<file path="config.mk">
export PLATFORM = sky130hd
export DESIGN_NAME = sha_pad_hash
export DESIGN_NICKNAME = d
export VERILOG_FILES = /design/src/verilog/sha_pkg.sv /design/src/verilog/sha_pad_hash.sv
export VERILOG_INCLUDE_DIRS = /design/src /design/src/verilog
export SDC_FILE = /design/constraint.sdc
export NUM_CORES = 1
export LEC_CHECK = 0
export BUFFER_PORTS_ARGS = -buffer_cell sky130_fd_sc_hd__buf_2
export CAP_MARGIN = 20
export CORE_AREA = 5 5 395 397
export DETAILED_ROUTE_END_ITERATION = 12
export DIE_AREA = 0 0 400 402
export PLACE_DENSITY_LB_ADDON = 0.3
export SYNTH_ARGS = -nofsm -noshare
export SYNTH_HDL_FRONTEND = slang
export SYNTH_SLANG_ARGS = --single-unit
</file>
<file path="constraint.sdc">
create_clock -name clk -period 9.5 [get_ports clk]
set_input_delay 0.95 -clock clk [delete_from_list [all_inputs] [get_ports clk]]
set_output_delay 0.95 -clock clk [all_outputs]
set_load 0.01 [all_outputs]
</file>
<file path="src/verilog/sha_config.svh">
`ifndef SHA_CONFIG_SVH
`define SHA_CONFIG_SVH

// Rounds in one SHA-256 compression.
`define SHA_ROUNDS 64

// Registers per round stage unless the top overrides it.
`define SHA_ROUND_DEPTH 1

// Width of one SHA-256 word.
`define SHA_WORD_W 32

`endif

</file>
<file path="src/verilog/sha_pkg.sv">
`default_nettype none

`include "sha_config.svh"

package sha_pkg;

	// Working variables a to h, with a in the top bits.
	typedef struct packed {
		logic [`SHA_WORD_W-1:0] a;
		logic [`SHA_WORD_W-1:0] b;
		logic [`SHA_WORD_W-1:0] c;
		logic [`SHA_WORD_W-1:0] d;
		logic [`SHA_WORD_W-1:0] e;
		logic [`SHA_WORD_W-1:0] f;
		logic [`SHA_WORD_W-1:0] g;
		logic [`SHA_WORD_W-1:0] h;
	} hash_state_t;

	// Sixteen message words; word 0 is the oldest and sits in the top bits,
	// so a SHA-256 block maps onto it without reordering.
	typedef logic [0:15][`SHA_WORD_W-1:0] msg_window_t;

	localparam logic [0:63][`SHA_WORD_W-1:0] K_TABLE = {
		32'h428a2f98, 32'h71374491, 32'hb5c0fbcf, 32'he9b5dba5, 32'h3956c25b, 32'h59f111f1,
		32'h923f82a4, 32'hab1c5ed5, 32'hd807aa98, 32'h12835b01, 32'h243185be, 32'h550c7dc3,
		32'h72be5d74, 32'h80deb1fe, 32'h9bdc06a7, 32'hc19bf174, 32'he49b69c1, 32'hefbe4786,
		32'h0fc19dc6, 32'h240ca1cc, 32'h2de92c6f, 32'h4a7484aa, 32'h5cb0a9dc, 32'h76f988da,
		32'h983e5152, 32'ha831c66d, 32'hb00327c8, 32'hbf597fc7, 32'hc6e00bf3, 32'hd5a79147,
		32'h06ca6351, 32'h14292967, 32'h27b70a85, 32'h2e1b2138, 32'h4d2c6dfc, 32'h53380d13,
		32'h650a7354, 32'h766a0abb, 32'h81c2c92e, 32'h92722c85, 32'ha2bfe8a1, 32'ha81a664b,
		32'hc24b8b70, 32'hc76c51a3, 32'hd192e819, 32'hd6990624, 32'hf40e3585, 32'h106aa070,
		32'h19a4c116, 32'h1e376c08, 32'h2748774c, 32'h34b0bcb5, 32'h391c0cb3, 32'h4ed8aa4a,
		32'h5b9cca4f, 32'h682e6ff3, 32'h748f82ee, 32'h78a5636f, 32'h84c87814, 32'h8cc70208,
		32'h90befffa, 32'ha4506ceb, 32'hbef9a3f7, 32'hc67178f2
	};

	localparam hash_state_t SHA_IV = '{
		32'h6a09e667, 32'hbb67ae85, 32'h3c6ef372, 32'ha54ff53a,
		32'h510e527f, 32'h9b05688c, 32'h1f83d9ab, 32'h5be0cd19
	};

	function automatic logic [`SHA_WORD_W-1:0] sha_k(input int unsigned idx);
		return K_TABLE[idx];
	endfunction

	function automatic logic [`SHA_WORD_W-1:0] sha_rotr(input logic [`SHA_WORD_W-1:0] x,
		input int unsigned n);
		return (x >> n) | (x << (`SHA_WORD_W - n));
	endfunction

	function automatic logic [`SHA_WORD_W-1:0] sha_bsig0(input logic [`SHA_WORD_W-1:0] x);
		return sha_rotr(x, 2) ^ sha_rotr(x, 13) ^ sha_rotr(x, 22);
	endfunction

	function automatic logic [`SHA_WORD_W-1:0] sha_bsig1(input logic [`SHA_WORD_W-1:0] x);
		return sha_rotr(x, 6) ^ sha_rotr(x, 11) ^ sha_rotr(x, 25);
	endfunction

	function automatic logic [`SHA_WORD_W-1:0] sha_ssig0(input logic [`SHA_WORD_W-1:0] x);
		return sha_rotr(x, 7) ^ sha_rotr(x, 18) ^ (x >> 3);
	endfunction

	function automatic logic [`SHA_WORD_W-1:0] sha_ssig1(input logic [`SHA_WORD_W-1:0] x);
		return sha_rotr(x, 17) ^ sha_rotr(x, 19) ^ (x >> 10);
	endfunction

	function automatic logic [`SHA_WORD_W-1:0] sha_ch(input logic [`SHA_WORD_W-1:0] x,
		input logic [`SHA_WORD_W-1:0] y, input logic [`SHA_WORD_W-1:0] z);
		return (x & y) ^ (~x & z);
	endfunction

	function automatic logic [`SHA_WORD_W-1:0] sha_maj(input logic [`SHA_WORD_W-1:0] x,
		input logic [`SHA_WORD_W-1:0] y, input logic [`SHA_WORD_W-1:0] z);
		return (x & y) ^ (x & z) ^ (y & z);
	endfunction

endpackage

`default_nettype wire

</file>
<file path="src/verilog/sha_pad_hash.sv">
`default_nettype none
`timescale 1ns/1ps

module sha_pad_hash (
	input wire logic clk,
	input wire logic rst_n_i,
	input wire logic valid_i,
	input sha_pkg::hash_state_t state_i,
	input sha_pkg::hash_state_t feed_i,
	output logic valid_o,
	output sha_pkg::msg_window_t window_o
);

	logic [7:0][31:0] st_w;
	logic [7:0][31:0] fd_w;
	sha_pkg::msg_window_t blk_d;

	assign st_w = state_i;
	assign fd_w = feed_i;

	// The 256-bit digest is a one-block message of length 256 bits.
	always_comb begin
		for (int i = 0; i < 8; i++) begin
			blk_d[i] = st_w[7-i] + fd_w[7-i];
		end
		blk_d[8] = 32'h8000_0000;
		for (int i = 9; i < 15; i++) begin
			blk_d[i] = '0;
		end
		blk_d[15] = 32'd256;
	end

	always_ff @(posedge clk) begin
		if (!rst_n_i) begin
			valid_o <= 1'b0;
		end else begin
			valid_o <= valid_i;
		end
	end

	always_ff @(posedge clk) begin
		window_o <= blk_d;
	end

	padding_const_a: assert property (@(posedge clk) disable iff (!rst_n_i)
		valid_o |-> (window_o[8] == 32'h8000_0000) && (window_o[9:14] == '0) &&
			(window_o[15] == 32'd256));

endmodule

`default_nettype wire

</file>
# --- Yosys cells after proc, flatten, opt, wreduce, memory -nomap -nowiden ---
# Cells that the tools add are included.
classes:
  add_sub_neg: 8
op_table:
  columns: ["op", "count"]
  rows:
  - ["adder 32 bit", 8]
totals:
  in_bits: 515
  output_inout_bits: 513
  regBits: 257
  wordCells: 17

# --- Depth between registers and ports, before layout ---
# Gate-level depths: netlist (run 1).
logic_depth:
  depth_word: 1
  mapped_depth: 11
  depth_no_buf: 11

# --- Least setup slack after synthesis (run 1) ---
# No wires, ideal clock.
synth_timing:
  path_type: "input-to-reg"
  startpoint: "input state_i[0] (netlist bit)"
  endpoint: "register window_o[286] (netlist bit)"
  setup_time_ps: 127
  stages: 11
  t_required_ps: 9373
  t_arrival_ps: 3515
  slack_ps: 5858
  path_buffers: 0
  path_cell_list: "ha_1 > fa_1 > a21oi_1 > o21ai_0 > a2111oi_0 > o311ai_1 > a21oi_2 > o41ai_2 > a221oi_1 > mux2i_1 > o211ai_1"
synth_lines:
  columns: ["element", "line_no", "text"]
  rows:
  - ["start: declaration", "sha_pad_hash.sv:8", "input sha_pkg::hash_state_t state_i,"]
  - ["end signal: assignment", "sha_pad_hash.sv:42", "window_o <= blk_d;"]
  - ["end: declaration", "sha_pad_hash.sv:11", "output sha_pkg::msg_window_t window_o"]

==> flow_summary.yaml, run 1 <==
setup_path:
  slowest_stage: "a21oi_1"
  cp_max_fo: 4
  crit_chain: "buf_2, ha_1, fa_1, a21oi_1, o21ai_0, a2111oi_0, o311ai_1, a21oi_2, o41ai_2, a221oi_1, mux2i_1, o211ai_1"
  end_kind: "flop"
  cp.arrival_ns: 5.09
  max_stage_delay_ns: 0.83
  start_kind: "primary input"
  path_class: "primary input to flop"
  required_ns: 9.94
sta:
  finalSetupViolations: 0
  hold_violations: 0
  rsz0062_at_grt: "false"
  period_share_pct: 49.03
  worst_pin_slew_ns: 1.031
  fmax_ghz: 0.2147
  hold_ws_ns: 0.5997
  final.min_clock_period_ns: 4.658
  fin_setup_tns_ns: 0
  drv_slew: 0
  slew_headroom_pct: 31.25
grt:
  grt_max_degree: 12
  grt_pass1_wl_um: 128900
  grt_usage_pct: 10.96
  antenna_found_initial: 49
  overflow: 0
  grt_pass1_vias: 18460
logic_synthesis:
  synth_area_mm2: 0.01939
  yosysTopAreaCellShare_pct: 26.53
  synth_edf_count: 0
  synth-xor-area-share_pct: 10.57
  synthArstFlopShare_pct: 0
  yosysWarnings: 0
  synth_compound_area_share_pct: 24.19
  ys_ff_latch: 257
  synthMuxAreaShare_pct: 0.1097
  ys_types: 78
  syn_inst: 2224
  synth_top_family_by_area: "compound AO/OA/AOI/OAI gates"
  yosys.area.top_type: "dfxtp_1"
  synth-main-ff-cell: "dfxtp_1"
  synthAdderAreaFrac_pct: 16.83
  synthSimpleGateAreaFrac_pct: 9.886
  synth_common_cells: "257 x dfxtp_1, 256 x buf_4, 248 x ha_1"
  synth_seq_area_share_pct: 26.53
  syn_area_per_cell_um2: 8.718
  yosys-top-cells-area: "dfxtp_1 27%, ha_1 16%, buf_4 9.9%, xnor2_1 6.5%, a21o_1 5.9%"
  yosysMostFrequentCell: "dfxtp_1"
floorplanning:
  start_util_pct: 12.79
  ios: 1028
  die_area_mm2: 0.1608
  fp.dieH_um: 402
  num_rows: 143
  die_w_um: 400
  core_mm2: 0.1515
clock_tree:
  cts-root-buf: "clkbuf_16"
  cts_max_level: 2
  cts_resized: 0
  holdBufCountCts: 0
  clk_path_buf_depth: 3
  cts_buffers: 37
  path_clk_slew_ns: 0.06
  post_cts.repair.setup_buffers: 0
  cts_tree: "yes"
  clock-sinks: 257
status:
  status: "finished, final reports clean"
finish:
  syn_to_final_growth_pct: 34.12
  multi_input_area_mm2: 0.01290
  fillCellCount: 17290
  drive_gt1_share_pct: 28.46
  final_net_count: 3765
  seqCellArea_mm2: 0.005145
placement:
  port_buffers: 771
  dp_hpwl_um: 83840
  routabilityCongestion: 0.8457
power:
  p_total_uw: 4493
  ir_drop_uv: 99.74
  power_density_mw_per_mm2: 172.8
  leakage_uw: 0.01268
job:
  cap_violations: 0
drt:
  wl_um: 94310
  drt_iter0_drc: 757
  vias_per_cell: 3.647
  wl_per_cell_um: 18.61
  drt.antenna.violating_nets: 0
  route.detailed.drc: 0
  dr.pass1.iters: 5
  vias: 18480
worst_hold_path:
  min_path_type: "primary input to flop"
[per-layer routing]
| layer | global-route usage (%) | up-vias | routed length [µm] |
|---|---|---|---|
| met3 | 4.097 | 145 | 9705 |
| met5 | 0 | - | 198 |
| met4 | 4.132 | 28 | 3604 |
| met2 | 18.30 | 760 | 43430 |
| met1 | 12.73 | 8465 | 37370 |
| li1 | - | 9082 | - |
[kinds of logic after synthesis]
logic type / count (synthesis)
buffers and inverters: 356
other: 2
DFF: 257
adders and majority gates: 256
and+or+nand+nor: 396
xor gates and xnor gates: 234
muxes: 2
AOI/OAI and AO/OA: 721
[metrics by stage]
stage / worst slack, ns / instances / utilization [%] / area (µm²)
6_report: 4.842 / 5067 / 17.16 / 26010
5_1_grt: 4.829 / 5056 / 17.14 / 25980
4_1_cts: 5.124 / 5052 / 17.14 / 25970
3_5_place_dp: 4.473 / 4985 / 16.29 / 24690
3_3_place_gp: 4.490 / 4985 / 16.29 / 24690
2_1_floorplan: 5.858 / 2478 / - / 20340
[cell usage in the layout, fill, tap and decap left out, types with 15 or more instances in the layout]
cell type	count
buf_2	771
dfxtp_1	257
conb_1	256
ha_1	248
a21oi_1	225
a21o_1	152
xnor2_1	144
nand2_1	118
o21ai_0	117
nor2_1	96
xor2_1	90
inv_1	59
clkbuf_16	39
o21bai_1	36
nand3_1	33
a31oi_1	28
nand4_1	27
nand2b_1	23
o21a_1	23
and3_1	21
nor2b_1	20
nor3_1	19
a211oi_1	19
diode_2	15
[state kept, by name, indices dropped and copies added (netlist names)]
register  count
window_o    256
valid_o       1
[critical path, delay by kind of cell]
kind	cells	cell delay, ns
buffers and inverters	1	0.10
adders and majority gates	2	0.64
muxes	1	0.23
AOI/OAI and AO/OA	8	3.16
[final timing paths]
kind	from	to	slack (ns)	cells past startpoint
max	state_i[0]	window_o[286]	4.84	12
min	rst_n_i	valid_o	0.60	2
[layout make-up]
class | instances | area share, %
inverter | 59 | 0.8516
multi-input combinational | 1865 | 49.61
clock buffer | 53 | 4.224
tap | 2030 | 9.767
sequential | 257 | 19.78
antenna | 15 | 0.1443
timing repair buffer | 774 | 14.92
clock inverter | 14 | 0.6928
[power by group]
group | internal, µW | leakage (µW) | switching [µW] | total [µW]
Combinational | 632 | 0.00988 | 977 | 1610
Clock | 913 | 0.000632 | 574 | 1490
Sequential | 1320 | 0.00217 | 75.5 | 1400
No activity file was read; power rests on OpenSTA's default activity.
==> run 2, diff against run 1 <==
- clock period: 9.5 -> 3.9 ns (I/O delays scaled with it)
==> run 2 against run 1 <==
- combinational power rose by 150%
- total power grew 150%
- clock power grew 150%
- sequential cell count stayed put
- sequential power is 140% higher
- die area unchanged
- global-route usage is 0.22 points higher
- routed wire length grew 1.6%
- worst hold slack lost 0.52 ns
- count of clock-buffer cells in the layout did not move
- critical path type unchanged
- highest routed layer unchanged
==> flow_summary.yaml, run 2 (same netlist as run 1, synthesis figures left out) <==
power:
  p_sw_share_pct: 36.21
  p_comb_share_pct: 35.8
  seq_power_share_pct: 30.9
  leakage_uw: 0.01281
  p_total_uw: 11020
  internal-power_uw: 7030
  p_sw_uw: 3991
  power_density_mw_per_mm2: 419.5
  power_frac_clock_pct: 33.3
  ir_drop_uv: 260.1
status:
  status: "finished, final reports clean"
sta:
  hold_violations: 0
  fmax_ghz: 0.2743
  rsz0062_at_grt: "false"
  period_share_pct: 93.49
  slew_headroom_pct: 43.43
  finalSetupViolations: 0
  final.min_clock_period_ns: 3.646
  drv_slew: 0
  worst_pin_slew_ns: 0.8376
finish:
  utilization_pct: 17.34
  fillCellCount: 17280
  largest_register_ff_count: 256
  layout_commonest_cell: "buf_2"
  largest_register: "window_o"
  final_net_count: 3797
  fin_area_mm2: 0.02627
  final_cells: 5090
  drive_gt1_share_pct: 28.87
  syn_to_final_growth_pct: 35.50
  largestRegisters: "window_o x256, valid_o x1"
  most-common-layout-cells: "771 x buf_2, 257 x dfxtp_1, 256 x conb_1"
setup_path:
  slowest_stage: "dlygate4sd3_1"
  cp_max_fo: 3
  path_class: "primary input to flop"
  cp.depth: 15
  end_kind: "flop"
  startpoint: "state_i[128]"
  worstSetupEndpoint: "window_o[412]"
  critPathBufInv: 4
  cp.arrival_ns: 4.08
  start_kind: "primary input"
  required_ns: 4.34
  critPathTopFamily: "compound AO/OA/AOI/OAI gates"
  crit_chain: "dlygate4sd3_1, buf_2, ha_1, fa_1, a21oi_1, buf_4, o211ai_1, a211o_1, a21o_1, a221oi_1, buf_4, o21ai_0, a41oi_1, o21ai_0, xor2_1"
  max_stage_delay_ns: 0.54
drt:
  dr.pass1.iters: 5
  vias: 18730
  drt.antenna.violating_nets: 0
  wl_um: 95840
  drt_iter0_drc: 762
  route.detailed.drc: 0
  wl_per_cell_um: 18.83
  vias_per_cell: 3.680
placement:
  place_area_mm2: 0.02483
  port_buffers: 771
  routabilityCongestion: 0.8480
  dp_hpwl_um: 85000
  dp.cells: 5004
grt:
  grt_max_degree: 12
  grt_pass1_vias: 18980
  overflow: 0
  grt_usage_pct: 11.18
  grt_pass1_wl_um: 132300
  antenna_found_initial: 49
clock_tree:
  cts_buffers: 38
  cts_tree: "yes"
  clock-sinks: 257
  cts_max_level: 2
  cts-root-buf: "clkbuf_16"
  path_clk_slew_ns: 0.06
  clk_path_buf_depth: 3
floorplanning:
  fp.dieH_um: 402
  start_util_pct: 12.79
  core_mm2: 0.1515
  num_rows: 143
  die_area_mm2: 0.1608
  die_w_um: 400
  ios: 1028
job:
  cap_violations: 0
worst_hold_path:
  min_path_type: "primary input to flop"
[run 2: what timing repair did]
item,in CTS,in global routing
setup endpoints to repair,0,5
resized for setup,0,2
hold buffers,12,0
setup buffers,0,0
hold endpoints to repair,8,0
[run 2: per-layer routing]
metal / wire length, µm / global-route usage (%) / vias to the layer above
met5: 161 / 0 / -
met4: 1417 / 1.928 / 24
met3: 8135 / 3.232 / 104
met2: 46750 / 19.98 / 725
met1: 39380 / 13.39 / 8754
li1: - / - / 9126
[run 2: area by class of cell]
class | instances | area [µm²] | share of cell area (%)
multi-input cells | 1865 | 12910 | 49.13
flip-flops and latches | 257 | 5145 | 19.58
repair buffers | 805 | 4144 | 15.77
well taps | 2030 | 2540 | 9.668
clock buffers | 53 | 1141 | 4.343
inverters | 59 | 221.5 | 0.8429
clock inverters | 13 | 153.9 | 0.5858
diodes | 8 | 20.02 | 0.07620
[run 2: power groups by stage]
| stage | registers, µW | logic [µW] | clock network (µW) |
|---|---|---|---|
| 3_3_place_gp | 3470 | 4020 | 0 |
| 2_1_floorplan | 3730 | 2050 | 0 |
| 5_1_grt | 3460 | 4350 | 3970 |
| 3_5_place_dp | 3480 | 4000 | 0 |
| 4_1_cts | 3420 | 4030 | 3890 |
| 6_report | 3400 | 3950 | 3670 |
[run 2: worst min-delay path by stage]
| stage | startpoint | endpoint | cells past startpoint |
|---|---|---|---|
| 2_1_floorplan | feed_i[0] | window_o[256] | 1 |
| 3_3_place_gp | rst_n_i | valid_o | 2 |
| 3_5_place_dp | rst_n_i | valid_o | 2 |
| 4_1_cts | feed_i[128] | window_o[384] | 2 |
| 5_1_grt | feed_i[128] | window_o[384] | 2 |
| 6_report | feed_i[128] | window_o[384] | 2 |
[run 2: stage by stage]
step           hold slack, ns  worst slack [ns]    TNS, ns
2_1_floorplan          0.5103            0.8176          0
3_5_place_dp           0.6034         -0.003828  -0.003828
6_report              0.07574            0.2538          0
4_1_cts              0.006175            0.1368          0
3_3_place_gp           0.5968           0.04762          0
5_1_grt               0.01612           0.05973          0
==> run 3, diff against run 2 <==
- ABC_AREA: default -> 1
- CORE_AREA: 5 5 395 397 -> 5 5 397 399
- DIE_AREA: 0 0 400 402 -> 0 0 402 404
==> run 3 against run 2 <==
- sequential share of layout area is 3.9 points lower
- final cell count is 45% higher
- design area is 25% higher
- sequential power is 2% higher
- via count is 49% higher
- first-iteration DRC count is 94% higher
- critical path type unchanged
==> flow_summary.yaml, run 3 <==
status:
  status: "finished, final reports clean"
setup_path:
  start_kind: "primary input"
  end_kind: "flop"
  crit_chain: "dlygate4sd3_1, buf_2, ha_1, fa_1, nand3_1, nand3_1, nand2_1, nand2_2, nand2_1, nand2_2, nand2_1, nand2_1, nand2_1, nand2_1"
  max_stage_delay_ns: 0.54
  cp.arrival_ns: 2.69
  path_class: "primary input to flop"
  slowest_stage: "dlygate4sd3_1"
  cp_max_fo: 4
  path_common_cell: "nand2_1"
  required_ns: 4.38
clock_tree:
  cts_buffers: 40
  clk_path_buf_depth: 3
  path_clk_slew_ns: 0.05
  cts_tree: "yes"
  post_cts.repair.setup_buffers: 0
  cts_resized: 0
  holdBufCountCts: 15
  cts_max_level: 2
  cts-root-buf: "clkbuf_16"
  clock-sinks: 257
floorplanning:
  fp.dieH_um: 404
  core_mm2: 0.1535
  die_w_um: 402
  start_util_pct: 16.74
  die_area_mm2: 0.1624
  num_rows: 144
  ios: 1028
logic_synthesis:
  yosysTopAreaCellShare_pct: 26.63
  synth_seq_area_share_pct: 20.02
  ys_types: 20
  synth-main-ff-cell: "dfxtp_1"
  synth_common_cells: "1823 x nand2_1, 897 x inv_1, 310 x nor2_1"
  synthArstFlopShare_pct: 0
  yosysWarnings: 0
  syn_area_per_cell_um2: 5.773
  yosys.area.top_type: "nand2_1"
  synth_area_mm2: 0.02569
  ys_ff_latch: 257
  yosysMostFrequentCell: "nand2_1"
  syn_inst: 4451
  synth_edf_count: 0
  yosys-top-cells-area: "nand2_1 27%, dfxtp_1 20%, inv_1 13%, ha_1 12%, buf_4 7.5%"
job:
  cap_violations: 0
finish:
  layout_commonest_cell: "nand2_1"
  utilization_pct: 21.31
  largest_register_ff_count: 256
  syn_to_final_growth_pct: 27.34
  largest_register: "window_o"
  final_net_count: 6050
  drive_gt1_share_pct: 17.05
  fillCellCount: 17900
  largestRegisters: "window_o x256, valid_o x1"
  most-common-layout-cells: "1823 x nand2_1, 897 x inv_1, 771 x buf_2"
grt:
  grt_pass1_vias: 27250
  use_met3_pct: 2.137
  grtUsageMet2_pct: 25.67
  grt_usage_pct: 14.86
  gr-usage-met1_pct: 19.62
  grt_pass1_wl_um: 179800
  overflow: 0
  antenna_found_initial: 23
  grt_max_degree: 11
  busiest_layer: "met2"
power:
  power_density_mw_per_mm2: 366.6
  ir_drop_uv: 231.1
  p_total_uw: 11990
  leakage_uw: 0.02054
drt:
  wl_per_cell_um: 17.35
  vias: 27900
  route.detailed.drc: 0
  dr.pass1.iters: 7
  drt.antenna.violating_nets: 0
  wl_um: 127800
  vias_per_cell: 3.789
  drt_iter0_drc: 1478
sta:
  fmax_ghz: 0.4515
  finalSetupViolations: 0
  drv_slew: 0
  period_share_pct: 56.79
  hold_violations: 0
  fin_setup_tns_ns: 0
  hold_ws_ns: 0.09229
  rsz0062_at_grt: "false"
  worst_pin_slew_ns: 0.6344
  final.min_clock_period_ns: 2.215
  slew_headroom_pct: 57.71
worst_hold_path:
  min_path_type: "primary input to flop"
  worstHoldStart: "feed_i[161]"
  hold_end: "window_o[417]"
  whs_path_depth: 2
placement:
  port_buffers: 771
  dp_hpwl_um: 115100
  routabilityCongestion: 0.9335
run 3: cell count changes after synthesis, moves of 28 or more:
| cell | delta |
|---|---|
| nand2_2 | +52 |
| nand2_1 | +1705 |
| a21o_1 | -144 |
| xor2_1 | +28 |
| clkbuf_1 | -40 |
| a31oi_1 | -28 |
| xnor2_1 | -134 |
| inv_1 | +838 |
| o21ai_0 | -117 |
| nor2_1 | +214 |
| a21oi_1 | -65 |
| nand3_1 | +161 |
run 3: power breakdown:
| group | total, µW | internal, µW | switching, µW |
|---|---|---|---|
| sequential | 3470 | 3170 | 302 |
| clock | 3930 | 2410 | 1510 |
| combinational | 4600 | 1540 | 3060 |
| total | 12000 | 7120 | 4870 |
run 3: logic make-up (layout without fill, tap and decap cells):
family,after synthesis,in the layout,share of synthesized area [%]
AND/OR/NAND/NOR,2471,2471,38.48
buffers and inverters,1153,1757,20.58
flip-flops,257,257,20.02
adder cells (fa/ha/maj),256,256,12.70
AO/OA/AOI/OAI,184,184,3.818
XOR/XNOR,128,128,4.363
other,2,268,0.02923
run 3: worst max-delay path, delay by kind of cell:
family        cells  cell delay (ns)
fa+ha+maj         2             0.82
simple gates     10             0.81
buf+inv           2             0.66
run 3: how the worst max path moves through the flow:
stage | endpoint | from | slack, ns | cells after the start
floorplan | window_o[476] | state_i[192] | 2.09 | 12
global placement | window_o[413] | state_i[152] | 1.49 | 9
detailed placement | window_o[413] | state_i[152] | 1.50 | 9
CTS | window_o[380] | feed_i[96] | 1.74 | 14
global route | window_o[380] | feed_i[96] | 1.58 | 14
finish | window_o[380] | feed_i[96] | 1.69 | 14
run 3: per-layer routing:
| metal | up-vias | share of wire [%] |
|---|---|---|
| met3 | 121 | 5.1 |
| met5 | - | 0.010 |
| li1 | 14490 | - |
| met4 | 2 | 2.1 |
| met2 | 870 | 47 |
| met1 | 12420 | 46 |
run 3: cell type report:
type                    instances  area (µm²)  area share [%]
diodes                         12       30.03         0.09178
clock buffers                  60        1179           3.602
clock inverters                12       202.7          0.6195
inverters                     897        3367           10.29
multi-input cells            3295       16210           49.56
flip-flops and latches        257        5145           15.72
well taps                    2044        2557           7.816
repair buffers                788        4024           12.30
run 3: metrics by stage:
step / area [µm²] / setup WS (ns) / cells
finish: 32720 / 1.685 / 7365
global route: 32700 / 1.584 / 7356
CTS: 32690 / 1.740 / 7353
detailed placement: 31160 / 1.502 / 7266
global placement: 31160 / 1.488 / 7266
floorplan: 26650 / 2.091 / 4705
